<file path="config.mk">
export PLATFORM = sky130hd
export DESIGN_NAME = lsuOutUnit
export DESIGN_NICKNAME = d
export VERILOG_FILES = /design/src/hdl/lsuOutPkg.sv /design/src/hdl/laneWriteIf.sv /design/src/hdl/segmentLineIf.sv /design/src/hdl/laneSelector.sv /design/src/hdl/segmentLineBuffer.sv /design/src/hdl/memRequestIssuer.sv /design/src/hdl/lsuOutUnit.sv
export SDC_FILE = /design/constraint.sdc
export NUM_CORES = 2
export LEC_CHECK = 0
export BUFFER_PORTS_ARGS = -buffer_cell sky130_fd_sc_hd__buf_2
export CAP_MARGIN = 20
export CORE_AREA = 2 2 443 445
export CTS_CLUSTER_DIAMETER = 30
export DETAILED_ROUTE_END_ITERATION = 8
export DIE_AREA = 0 0 445 447
export SYNTH_ARGS = -nofsm -noshare
export SYNTH_HDL_FRONTEND = slang
export SYNTH_SLANG_ARGS = --single-unit
</file>
<file path="constraint.sdc">
create_clock -name clk -period 30 [get_ports clk]
set_clock_uncertainty 0.15 [all_clocks]
set_input_delay 0 -clock clk [delete_from_list [all_inputs] [get_ports clk]]
set_output_delay 0 -clock clk [all_outputs]
set_load 0.1 [all_outputs]
</file>
<file path="src/hdl/lsuOutPkg.sv">
// Load/store coalescing package with segment geometry, lane address view and line types
package lsuOutPkg;

	//////////////////////////////////////////////////
	// Segment geometry
	//////////////////////////////////////////////////
	localparam int ADDR_WIDTH = 32;
	localparam int WORD_BYTES = 4;
	localparam int SEGMENT_BYTES = 64;
	localparam int SEGMENT_WORDS = SEGMENT_BYTES / WORD_BYTES;
	localparam int WORD_INDEX_WIDTH = $clog2(SEGMENT_WORDS);
	localparam int BYTE_OFFSET_WIDTH = $clog2(WORD_BYTES);
	localparam int SEGMENT_WIDTH = ADDR_WIDTH - WORD_INDEX_WIDTH - BYTE_OFFSET_WIDTH;

	//////////////////////////////////////////////////
	// Types
	//////////////////////////////////////////////////
	typedef logic [SEGMENT_WIDTH-1:0] segmentAddr_t;
	typedef logic [WORD_BYTES*8-1:0] word_t;
	typedef logic [SEGMENT_BYTES-1:0] byteMask_t;
	typedef logic [SEGMENT_BYTES*8-1:0] line_t;
	typedef logic [4:0] warpId_t;
	typedef logic [4:0] regId_t;

	// One lane address, seen as a plain word or split into line, word and byte
	typedef union packed {
		logic [ADDR_WIDTH-1:0] raw;
		struct packed {
			segmentAddr_t segment;
			logic [WORD_INDEX_WIDTH-1:0] wordIndex;
			// Byte offset is ignored, lanes move whole words
			logic [BYTE_OFFSET_WIDTH-1:0] byteOffset;
		} field;
	} laneAddr_u;

endpackage

</file>
<file path="src/hdl/laneWriteIf.sv">
// Lane merge channel from the lane selector into the segment line buffer
interface laneWriteIf;
	import lsuOutPkg::*;

	logic write;
	logic [WORD_INDEX_WIDTH-1:0] wordIndex;
	word_t data;
	logic first;
	logic last;
	// Line tags, valid with first
	segmentAddr_t segment;
	warpId_t warp;
	regId_t regId;
	logic isWrite;
	// High while a finished line still waits for the issuer
	logic lineHeld;

	modport producer (output write, wordIndex, data, first, last, segment, warp, regId,
		isWrite, input lineHeld);
	modport buffer (input write, wordIndex, data, first, last, segment, warp, regId,
		isWrite, output lineHeld);
endinterface

</file>
<file path="src/hdl/segmentLineIf.sv">
// Finished segment line channel from the line buffer to the memory request issuer
interface segmentLineIf;
	import lsuOutPkg::*;

	logic lineValid;
	segmentAddr_t segment;
	byteMask_t byteMask;
	line_t data;
	warpId_t warp;
	regId_t regId;
	logic isWrite;
	// One cycle pulse, the line was copied into the memory request
	logic lineTaken;

	modport buffer (
		output lineValid, segment, byteMask, data, warp, regId, isWrite,
		input lineTaken
	);
	modport issuer (
		input lineValid, segment, byteMask, data, warp, regId, isWrite,
		output lineTaken
	);
endinterface

</file>
<file path="src/hdl/laneSelector.sv">
// Lane selector, captures a warp request and emits its active lanes lowest first
module laneSelector #(
	parameter int NUM_LANES = 8
) (
	input logic clk,
	input logic reset,
	input logic reqValid_i,
	input logic [NUM_LANES-1:0] reqLaneMask_i,
	input lsuOutPkg::laneAddr_u reqAddr_i [NUM_LANES],
	input lsuOutPkg::word_t reqData_i [NUM_LANES],
	input lsuOutPkg::warpId_t reqWarp_i,
	input lsuOutPkg::regId_t reqReg_i,
	input logic reqWrite_i,
	output logic lsuBusy_o,
	laneWriteIf.producer laneOut
);
	import lsuOutPkg::*;

	localparam int LANE_IDX_WIDTH = (NUM_LANES > 1) ? $clog2(NUM_LANES) : 1;

	logic [NUM_LANES-1:0] pendMask;
	logic [NUM_LANES-1:0] remainMask;
	logic [LANE_IDX_WIDTH-1:0] laneIdx;
	logic firstQ;
	logic advance;
	logic accept;

	laneAddr_u addrQ [NUM_LANES];
	word_t dataQ [NUM_LANES];
	warpId_t warpQ;
	regId_t regQ;
	logic writeQ;

	//////////////////////////////////////////////////
	// Lane walk
	//////////////////////////////////////////////////

	// Priority encoder, lowest pending lane wins
	always_comb begin
		laneIdx = '0;
		for (int i = NUM_LANES - 1; i >= 0; i--) begin
			if (pendMask[i]) begin
				laneIdx = LANE_IDX_WIDTH'(i);
			end
		end
	end

	// Same lane as the encoder, cleared by the lowest set bit trick
	assign remainMask = pendMask & (pendMask - 1'b1);

	assign lsuBusy_o = |pendMask;
	assign accept = reqValid_i && !lsuBusy_o;
	// A held line blocks the first write of the next one
	assign advance = lsuBusy_o && !laneOut.lineHeld;

	always_ff @(posedge clk) begin
		if (reset) begin
			pendMask <= '0;
			firstQ <= 1'b0;
		end else if (accept) begin
			pendMask <= reqLaneMask_i;
			firstQ <= 1'b1;
		end else if (advance) begin
			pendMask <= remainMask;
			firstQ <= 1'b0;
		end
	end

	always_ff @(posedge clk) begin
		if (accept) begin
			addrQ <= reqAddr_i;
			dataQ <= reqData_i;
			warpQ <= reqWarp_i;
			regQ <= reqReg_i;
			writeQ <= reqWrite_i;
		end
	end

	//////////////////////////////////////////////////
	// Merge write
	//////////////////////////////////////////////////
	assign laneOut.write = advance;
	assign laneOut.wordIndex = addrQ[laneIdx].field.wordIndex;
	assign laneOut.data = dataQ[laneIdx];
	assign laneOut.first = firstQ;
	assign laneOut.last = (remainMask == '0);
	// On the first write this is the lowest active lane
	assign laneOut.segment = addrQ[laneIdx].field.segment;
	assign laneOut.warp = warpQ;
	assign laneOut.regId = regQ;
	assign laneOut.isWrite = writeQ;

endmodule

</file>
<file path="src/hdl/segmentLineBuffer.sv">
// Segment line buffer, merges lane words into a 64 byte line and byte mask
module segmentLineBuffer (
	input logic clk,
	input logic reset,
	laneWriteIf.buffer laneIn,
	segmentLineIf.buffer lineOut
);
	import lsuOutPkg::*;

	logic lineValidQ;
	logic storeNow;
	byteMask_t maskQ;
	byteMask_t maskNext;
	line_t dataQ;
	line_t dataNext;
	segmentAddr_t segmentQ;
	warpId_t warpQ;
	regId_t regQ;
	logic isWriteQ;

	// A first write starts from an empty line
	always_comb begin
		maskNext = laneIn.first ? '0 : maskQ;
		dataNext = laneIn.first ? '0 : dataQ;
		storeNow = laneIn.first ? laneIn.isWrite : isWriteQ;
		maskNext[laneIn.wordIndex * WORD_BYTES +: WORD_BYTES] = '1;
		// Loads only mark bytes, later lanes overwrite earlier ones
		if (storeNow) begin
			dataNext[laneIn.wordIndex * WORD_BYTES * 8 +: WORD_BYTES * 8] = laneIn.data;
		end
	end

	always_ff @(posedge clk) begin
		if (laneIn.write) begin
			maskQ <= maskNext;
			dataQ <= dataNext;
			if (laneIn.first) begin
				segmentQ <= laneIn.segment;
				warpQ <= laneIn.warp;
				regQ <= laneIn.regId;
				isWriteQ <= laneIn.isWrite;
			end
		end
	end

	always_ff @(posedge clk) begin
		if (reset) begin
			lineValidQ <= 1'b0;
		end else if (laneIn.write && laneIn.last) begin
			lineValidQ <= 1'b1;
		end else if (lineOut.lineTaken) begin
			lineValidQ <= 1'b0;
		end
	end

	assign laneIn.lineHeld = lineValidQ;

	assign lineOut.lineValid = lineValidQ;
	assign lineOut.segment = segmentQ;
	assign lineOut.byteMask = maskQ;
	assign lineOut.data = dataQ;
	assign lineOut.warp = warpQ;
	assign lineOut.regId = regQ;
	assign lineOut.isWrite = isWriteQ;

endmodule

</file>
<file path="src/hdl/memRequestIssuer.sv">
// Memory request issuer, sends a held segment line once memory shows ready
module memRequestIssuer (
	input logic clk,
	input logic reset,
	segmentLineIf.issuer lineIn,
	input logic memReady_i,
	output logic memReq_o,
	output lsuOutPkg::segmentAddr_t memAddr_o,
	output lsuOutPkg::byteMask_t memByteMask_o,
	output lsuOutPkg::line_t memData_o,
	output lsuOutPkg::warpId_t memWarp_o,
	output lsuOutPkg::regId_t memReg_o,
	output logic memWrite_o
);
	logic issue;

	// The line stays valid during the take cycle, so skip it then
	assign issue = lineIn.lineValid && !memReq_o && memReady_i;

	always_ff @(posedge clk) begin
		if (reset) begin
			memReq_o <= 1'b0;
		end else begin
			memReq_o <= issue;
		end
	end

	// Outputs hold until the next issue
	always_ff @(posedge clk) begin
		if (issue) begin
			memAddr_o <= lineIn.segment;
			memByteMask_o <= lineIn.byteMask;
			memData_o <= lineIn.data;
			memWarp_o <= lineIn.warp;
			memReg_o <= lineIn.regId;
			memWrite_o <= lineIn.isWrite;
		end
	end

	assign lineIn.lineTaken = memReq_o;

endmodule

</file>
<file path="src/hdl/lsuOutUnit.sv">
// Warp load/store coalescing unit, lane selector to line buffer to memory issuer
module lsuOutUnit #(
	parameter int NUM_LANES = 8
) (
	input logic clk,
	input logic reset,
	// Warp request
	input logic reqValid_i,
	input logic [NUM_LANES-1:0] reqLaneMask_i,
	input lsuOutPkg::laneAddr_u reqAddr_i [NUM_LANES],
	input lsuOutPkg::word_t reqData_i [NUM_LANES],
	input lsuOutPkg::warpId_t reqWarp_i,
	input lsuOutPkg::regId_t reqReg_i,
	input logic reqWrite_i,
	output logic lsuBusy_o,
	// Memory side
	input logic memReady_i,
	output logic memReq_o,
	output lsuOutPkg::segmentAddr_t memAddr_o,
	output lsuOutPkg::byteMask_t memByteMask_o,
	output lsuOutPkg::line_t memData_o,
	output lsuOutPkg::warpId_t memWarp_o,
	output lsuOutPkg::regId_t memReg_o,
	output logic memWrite_o
);

	laneWriteIf laneWrite ();
	segmentLineIf segmentLine ();

	laneSelector #(
		.NUM_LANES(NUM_LANES)
	) i_laneSelector (
		.clk(clk),
		.reset(reset),
		.reqValid_i(reqValid_i),
		.reqLaneMask_i(reqLaneMask_i),
		.reqAddr_i(reqAddr_i),
		.reqData_i(reqData_i),
		.reqWarp_i(reqWarp_i),
		.reqReg_i(reqReg_i),
		.reqWrite_i(reqWrite_i),
		.lsuBusy_o(lsuBusy_o),
		.laneOut(laneWrite.producer)
	);

	segmentLineBuffer i_segmentLineBuffer (
		.clk(clk),
		.reset(reset),
		.laneIn(laneWrite.buffer),
		.lineOut(segmentLine.buffer)
	);

	memRequestIssuer i_memRequestIssuer (
		.clk(clk),
		.reset(reset),
		.lineIn(segmentLine.issuer),
		.memReady_i(memReady_i),
		.memReq_o(memReq_o),
		.memAddr_o(memAddr_o),
		.memByteMask_o(memByteMask_o),
		.memData_o(memData_o),
		.memWarp_o(memWarp_o),
		.memReg_o(memReg_o),
		.memWrite_o(memWrite_o)
	);

endmodule

</file>
Yosys cells after proc, flatten, opt, wreduce, memory -nomap -nowiden:

Index checks and enable logic that the tools add are counted.

* shift operators: 4
* equality and inequality tests: 0
* multipliers: 0
* bitwise gates (word level): 2
* multiplexer cells: 26
* $lt $le $gt $ge: 1
* reductions and logical operators: 13
* add/sub/neg operators: 3
* div/mod/pow operators: 0

Operators with widths (number)
* 2-to-1 mux 512 bit: 2
* bitwise mux 512 bit: 1
* variable shift 32 x 34 -> 512 bit (first input constant): 1
* indexed part select 32 x 34 -> 512 bit: 1
* binary-select mux 32 bit (select 3 bit): 2
* 2-to-1 mux 32 bit: 4
* bitwise mux 64 bit: 1
* 2-to-1 mux 64 bit: 1
* variable shift 4 x 34 -> 64 bit (first input constant): 1
* indexed part select 4 x 34 -> 64 bit (first input constant): 1
* negator 6 -> 34 bit: 1
* negator 9 -> 34 bit: 1
* 2-to-1 mux 3 bit: 8
* 2-to-1 mux 8 bit: 2
* bitwise AND 8 bit: 1
* logical NOT 8 bit: 1
* OR reduction 8 bit: 1
* subtractor 8 x 1 -> 8 bit (second input constant): 1
* logical AND 1 bit: 5
* 2-to-1 mux 1 bit: 5
* >= comparator 4 bit (second input constant): 1
* inverter 3 -> 4 bit: 1
* nonzero test 2 bit: 2
* logical NOT 1 bit: 3
* AND reduction 2 bit: 1

* word-level logic and storage cells: 84
* input bits: 535
* memory bits (writable): 0
* bits in read-only memories: 0
* output and inout port bits: 615
* bits in registers: 1760
* bits in latches: 0
* memories: 0

Depth between registers and ports, before layout:

* depth in word-level cells: 16
* mapped depth: 18
* gate-level depth less buffers: 13

By module:

From an unflattened synthesis, not the netlist that was laid out.

* cell total of the unflattened synthesis: 3598
* area total of the unflattened synthesis: 63721.1 sq um

Modules (own cells, without submodules)
* segmentLineBuffer: area an instance 24682.4 sq um, seq. area each 16986.3 sq um, cells an instance 1732, times used 1
* laneSelector: area an instance 20582.2 sq um, seq. area each 15404.8 sq um, cells an instance 1249, times used 1
* memRequestIssuer: area an instance 18456.5 sq um, seq. area each 18427.7 sq um, cells an instance 617, times used 1

Worst setup path before layout:

Ideal clock, no wire load.

* path kind: register -> register
* start: register i_laneSelector.pendMask[3]
* end: register i_segmentLineBuffer.regQ[0], in the netlist i_segmentLineBuffer.lineOut.regId[0], enable pin
* slack: 2.935 ns
* data arrival time: 26.524 ns
* stages on the path, launching flop included: 9
* buffers on the path: 3
* library setup time: 0.391 ns
* data required time: 29.459 ns
* path through: dfxtp_1 > buf_2 > or4_4 > buf_6 > nor2_1 > nor2_1 > nand2_1 > clkbuf_1 > inv_1

* longest elaborated chain between the ends: 3

Ends and longest elaborated chain
* from (decl): RTL line laneSelector.sv:21 `logic [NUM_LANES-1:0] pendMask;`
* from (signal assigned): RTL line laneSelector.sv:61 `pendMask <= reqLaneMask_i;`
* from (signal assigned): RTL line laneSelector.sv:64 `pendMask <= remainMask;`
* OR reduction 8 bit: RTL line laneSelector.sv:51 `assign lsuBusy_o = |pendMask;`
* logical AND 1 bit: RTL line laneSelector.sv:54 `assign advance = lsuBusy_o && !laneOut.lineHeld;`
* net i_laneSelector.laneOut.write: RTL line laneWriteIf.sv:18 `modport producer (output write, wordIndex, data, first, last, segment, warp, regId,`
* AND reduction 2 bit (no source line)
* to (signal assigned): RTL line segmentLineBuffer.sv:40 `regQ <= laneIn.regId;`
* to (decl): RTL line segmentLineBuffer.sv:18 `regId_t regQ;`

The timed path passes the listed nets, and every way through them passes these cells.
A chain may end at the register's enable or synchronous reset.

Worst setup path after layout:

* start: register i_laneSelector.pendMask[4]
* end: register i_segmentLineBuffer.dataQ[104], in the netlist i_segmentLineBuffer.lineOut.data[104], data pin

* longest elaborated chain between the ends: 13
* elaborated cells between the ends (all ways): 17

Ends and longest elaborated chain
* 2-to-1 mux 3 bit (*) (5 in a row): RTL line laneSelector.sv:42 `if (pendMask[i]) begin`
* inverter 3 -> 4 bit (not written as such) (*): RTL line laneSelector.sv:83, laneSelector.sv:84
* binary-select mux 32 bit (select 3 bit): RTL line laneSelector.sv:83 `assign laneOut.wordIndex = addrQ[laneIdx].field.wordIndex;`
* 2-to-1 mux 32 bit (not written as such) (2 in a row): RTL line laneSelector.sv:83
* negator 9 -> 34 bit: RTL line segmentLineBuffer.sv:29 `dataNext[laneIn.wordIndex * WORD_BYTES * 8 +: WORD_BYTES * 8] = laneIn.data;`
* indexed part select 32 x 34 -> 512 bit / variable shift 32 x 34 -> 512 bit (equally long branches): RTL line segmentLineBuffer.sv:29
* bitwise mux 512 bit (*): RTL line segmentLineBuffer.sv:29
* 2-to-1 mux 512 bit (*): RTL line segmentLineBuffer.sv:28 `if (storeNow) begin`
* net i_segmentLineBuffer.dataNext[104]: RTL line segmentLineBuffer.sv:15 `line_t dataNext;`
* to (signal assigned): RTL line segmentLineBuffer.sv:36 `dataQ <= dataNext;`
* to (decl): RTL line segmentLineBuffer.sv:14 `line_t dataQ;`

The timed path passes the listed nets; every way through them passes the cells marked *. The select of a mux whose other input is x is not followed.

==> parameters.txt <==
Parameter                              Value

Status
  Outcome    completed

Run
  Max capacitance violation total    0

Setup path
  FF-to-FF setup slack    23140 ps
  Library cell contributing the largest single delay on the critical path    sky130_fd_sc_hd__o21ai_1
  Critical path launch point type    flop
  Max stage delay on crit path    between 700 and 800 ps
  Setup crit end    i_segmentLineBuffer.lineOut.data[104]
  Critical path data required time    30610 ps
  Crit path DAT    7480 ps
  Cell Chain, Critical Path    or2_0 > o21ai_1 > nand2_4 > o211ai_1 > and3_1 > inv_1 > ha_2 > buf_4 > nor2_1 > a32oi_4 > buf_4 > nor3_1 > a31oi_4 > buf_4 > a22o_1
  Most frequent CP cell    sky130_fd_sc_hd__buf_4
  End of the worst register-to-register path    i_segmentLineBuffer.lineOut.data[104]
  Critical register-to-register path startpoint    i_laneSelector.pendMask[4]
  Launching element of the worst setup path    i_laneSelector.pendMask[4]
  Critical Path Fanout Max    56
  Worst Reg2Reg Path Length in Cells    15
  Endpoint kind of the worst setup timing path    flop
  WS Path Type    flop to flop

Floorplanning
  Rows    ~160
  I/O pins    around 1200
  Area of the core    0.1942 mm^2
  Horizontal extent of the die    approximately 450 um
  Initial core utilization    a little under a third
  Die Footprint    ~0.20 mm^2
  Die Y    ~450 um

Drt
  Via count normalized by instance count    roughly 5.2
  Total detailed-routing wirelength    240.8 mm
  Antenna Violating Nets Remaining    0
  # DRC    0
  First-pass DRT Iterations    8
  Wire length per cell after detailed routing    ~27 um
  Via Count    between 40000 and 50000
  First DRT Iteration DRCs    5052

Global route
  Total GRT Usage    between 20% and 30%
  Wire length of the first global-routing pass    around 330 mm
  Largest net degree at the start of global routing    roughly 170
  Via count of the first global-routing pass    around 47000
  Initial antenna violation count    45
  Congestion Overflow GR    0

Placement
  Port-buffer cells    1133
  GPL Wtd Cong    ~0.86
  Placement Cell Area    between 0.07 and 0.08 mm^2
  Placement Setup Slack    23320 ps
  Final HPWL DP    around 140 mm

Synth
  Post-synth EDFFs    ~1600
  Share of the synthesized area in the top cell type    ~80%
  Summed instance area of the synthesized netlist    between 0.06 and 0.07 mm^2
  Ys Warns    0
  Number of flip-flops and latches in the synthesized netlist    1648
  Share of synthesized registers carrying an async set or reset    0%
  Syn Area/Cell    ~16 um^2
  Top flip-flop cell by instance count after synthesis    sky130_fd_sc_hd__edfxtp_1
  Syn Inst Count    roughly 3700
  Seq/Total Area, Yosys    80.22%
  Cell variety after synth    75
  Synthesized netlist net count    4278
  Cell type with the largest total area after synthesis    sky130_fd_sc_hd__edfxtp_1
  Ranking of synthesized cells by area    sky130_fd_sc_hd__edfxtp_1 (80%), sky130_fd_sc_hd__a22o_1 (4.8%), sky130_fd_sc_hd__nand2_1 (3.2%)

STA
  Final setup violation count    0
  FMAX    between 100 and 150 MHz
  Transition at the pin with the smallest max-transition slack    approximately 1100 ps
  Clock period minus worst slack    6862 ps
  Smallest setup slack after layout    between 20000 and 25000 ps
  Total negative setup slack    0 ps
  Slew Limit Fails    0
  Setup repair after global routing missed its margin    false
  Max-Slew Margin vs Limit    about 27%
  Hold Violations, Final    0
  Period utilization    between 20% and 30%

Cells and area
  Number of nets at the end of the flow    6626
  Fraction of final layout cells sized beyond drive strength 1    28.90%
  Layout overhead on the synthesized area    49.38%
  Number of inserted filler cells in the final layout    between 15000 and 20000
  Utilization after layout    47.35%
  Fin area    just over 0.09 mm^2

Clock tree
  Number of clock buffers inserted by TritonCTS    between 300 and 400
  Buffer cell driving the clock tree root    sky130_fd_sc_hd__clkbuf_16
  CTS sink cnt    ~1600
  Source-to-sink clock delay at the later pin of the worst-skew pair    roughly 940 ps
  Post-CTS clock slew at the launch and capture registers of the worst setup and hold paths    50 ps
  Clock tree from TritonCTS    done
  Maximum buffer depth of the clock tree    4
  Htree depth    5

Hold path
  Hold crit path type    input pin to flop
sequential cells by signal, summed over array words and instances, names as in the netlist, 8 cells and up:
register	cells
i_laneSelector.addrQ	240
i_laneSelector.dataQ	256
i_laneSelector.pendMask	8
i_memRequestIssuer.memAddr_o	26
i_memRequestIssuer.memByteMask_o	16
i_memRequestIssuer.memData_o	512
i_segmentLineBuffer.lineOut.byteMask	16
i_segmentLineBuffer.lineOut.data	512
i_segmentLineBuffer.lineOut.segment	26
through the flow:
stage | hold WS (ps) | cells
after floorplan | -77.24 | 3739
after global placement | 26.80 | 7233
after detailed placement | 28.09 | 7234
after CTS | 76.20 | 8887
after global routing | 120.5 | 8927
final | 136.7 | 8942
Yosys cell counts (11+ instances only):
cell type and count:
sky130_fd_sc_hd__edfxtp_1 1637, sky130_fd_sc_hd__a2bb2o_1 32, sky130_fd_sc_hd__clkbuf_1 122, sky130_fd_sc_hd__or2_2 32
sky130_fd_sc_hd__buf_2 70, sky130_fd_sc_hd__a22o_1 339, sky130_fd_sc_hd__inv_1 77, sky130_fd_sc_hd__nand2_1 517
sky130_fd_sc_hd__o2bb2ai_1 32, sky130_fd_sc_hd__nor2_1 132, sky130_fd_sc_hd__nor3_1 19, sky130_fd_sc_hd__nor2b_1 13
sky130_fd_sc_hd__o32ai_1 64, sky130_fd_sc_hd__nand4_1 34, sky130_fd_sc_hd__buf_4 55, sky130_fd_sc_hd__nand3_1 262
sky130_fd_sc_hd__dfxtp_1 11, sky130_fd_sc_hd__nand2b_1 36, sky130_fd_sc_hd__a21oi_1 15, sky130_fd_sc_hd__mux2i_1 35
sky130_fd_sc_hd__buf_1 17, sky130_fd_sc_hd__o21ai_0 46
cell type report:
class	instances	area [um^2]	area share [%]
timing repair buffer	2271	16930	18.41
antenna	53	132.6	0.1442
clock buffer	400	9031	9.822
sequential	1648	49380	53.71
multi-input combinational	1739	10760	11.71
tap	2542	3181	3.459
clock inverter	210	2225	2.420
inverter	79	301.5	0.3280
routing by layer:
metal,global-route usage (%),wire length (um),vias to the layer above
met5,0,72,-
met2,38.45,116600,3350
met4,16.19,18360,10
met3,5.619,21850,811
li1,-,-,19290
met1,26.31,83880,22920
critical path, delay by kind of cell (launching register included):
family	cells	cell delay, ps
adder cells (fa/ha/maj)	1	360
flip-flops	1	440
AO/OA/AOI/OAI	5	1910
buffers and inverters	4	1790
AND/OR/NAND/NOR	5	1920
what timing repair did:
item,in CTS,in global routing
hold buffers,1043,0
gates resized for setup,0,0
buffers inserted,0,0
endpoints found under the hold margin,628,0
placed cells by master (no fill, tap or decap), types with 8 or more instances in the layout:
cell,instances
sky130_fd_sc_hd__a211oi_1,8
sky130_fd_sc_hd__a21oi_1,10
sky130_fd_sc_hd__a21oi_4,9
sky130_fd_sc_hd__a22o_1,339
sky130_fd_sc_hd__a2bb2o_1,32
sky130_fd_sc_hd__buf_12,8
sky130_fd_sc_hd__buf_2,1133
sky130_fd_sc_hd__buf_4,86
sky130_fd_sc_hd__bufinv_16,41
sky130_fd_sc_hd__clkbuf_1,46
sky130_fd_sc_hd__clkbuf_16,354
sky130_fd_sc_hd__clkinv_1,55
sky130_fd_sc_hd__clkinv_2,51
sky130_fd_sc_hd__clkinv_4,11
sky130_fd_sc_hd__clkinvlp_4,32
sky130_fd_sc_hd__dfxtp_1,10
sky130_fd_sc_hd__diode_2,53
sky130_fd_sc_hd__dlygate4sd3_1,1043
sky130_fd_sc_hd__edfxtp_1,1637
sky130_fd_sc_hd__inv_1,75
sky130_fd_sc_hd__inv_6,18
sky130_fd_sc_hd__mux2i_1,35
sky130_fd_sc_hd__nand2_1,515
sky130_fd_sc_hd__nand2b_1,36
sky130_fd_sc_hd__nand3_1,261
sky130_fd_sc_hd__nand4_1,34
sky130_fd_sc_hd__nor2_1,128
sky130_fd_sc_hd__nor2b_1,13
sky130_fd_sc_hd__nor3_1,13
sky130_fd_sc_hd__o21ai_0,46
sky130_fd_sc_hd__o2bb2ai_1,32
sky130_fd_sc_hd__o32ai_1,64
sky130_fd_sc_hd__or2_2,32
how the worst min path moves through the flow:
stage,startpoint,to,cells past startpoint
after floorplan,reset,i_laneSelector.pendMask[2],1
after global placement,reqAddr_i[171],i_laneSelector.addrQ[171],1
after detailed placement,reqAddr_i[107],i_laneSelector.addrQ[107],1
after CTS,reqData_i[208],i_laneSelector.dataQ[208],3
after global routing,reqData_i[209],i_laneSelector.dataQ[209],3
final,reqAddr_i[45],i_laneSelector.addrQ[45],3
cells by family (layout without fill, tap and decap cells):
group	after synthesis	after routing	share of synthesized area (%)
AOI/OAI and AO/OA	596	596	8.127
adders and majority gates	5	5	0.09758
buffers and inverters	352	2960	2.750
DFF	1648	1648	80.22
muxes	45	45	0.7521
other	0	53	0
and+or+nand+nor	1093	1093	8.050
Power is left out: the tool's default activity adds up to more than one toggle a clock period on the data nets, which glitch-free logic cannot reach.
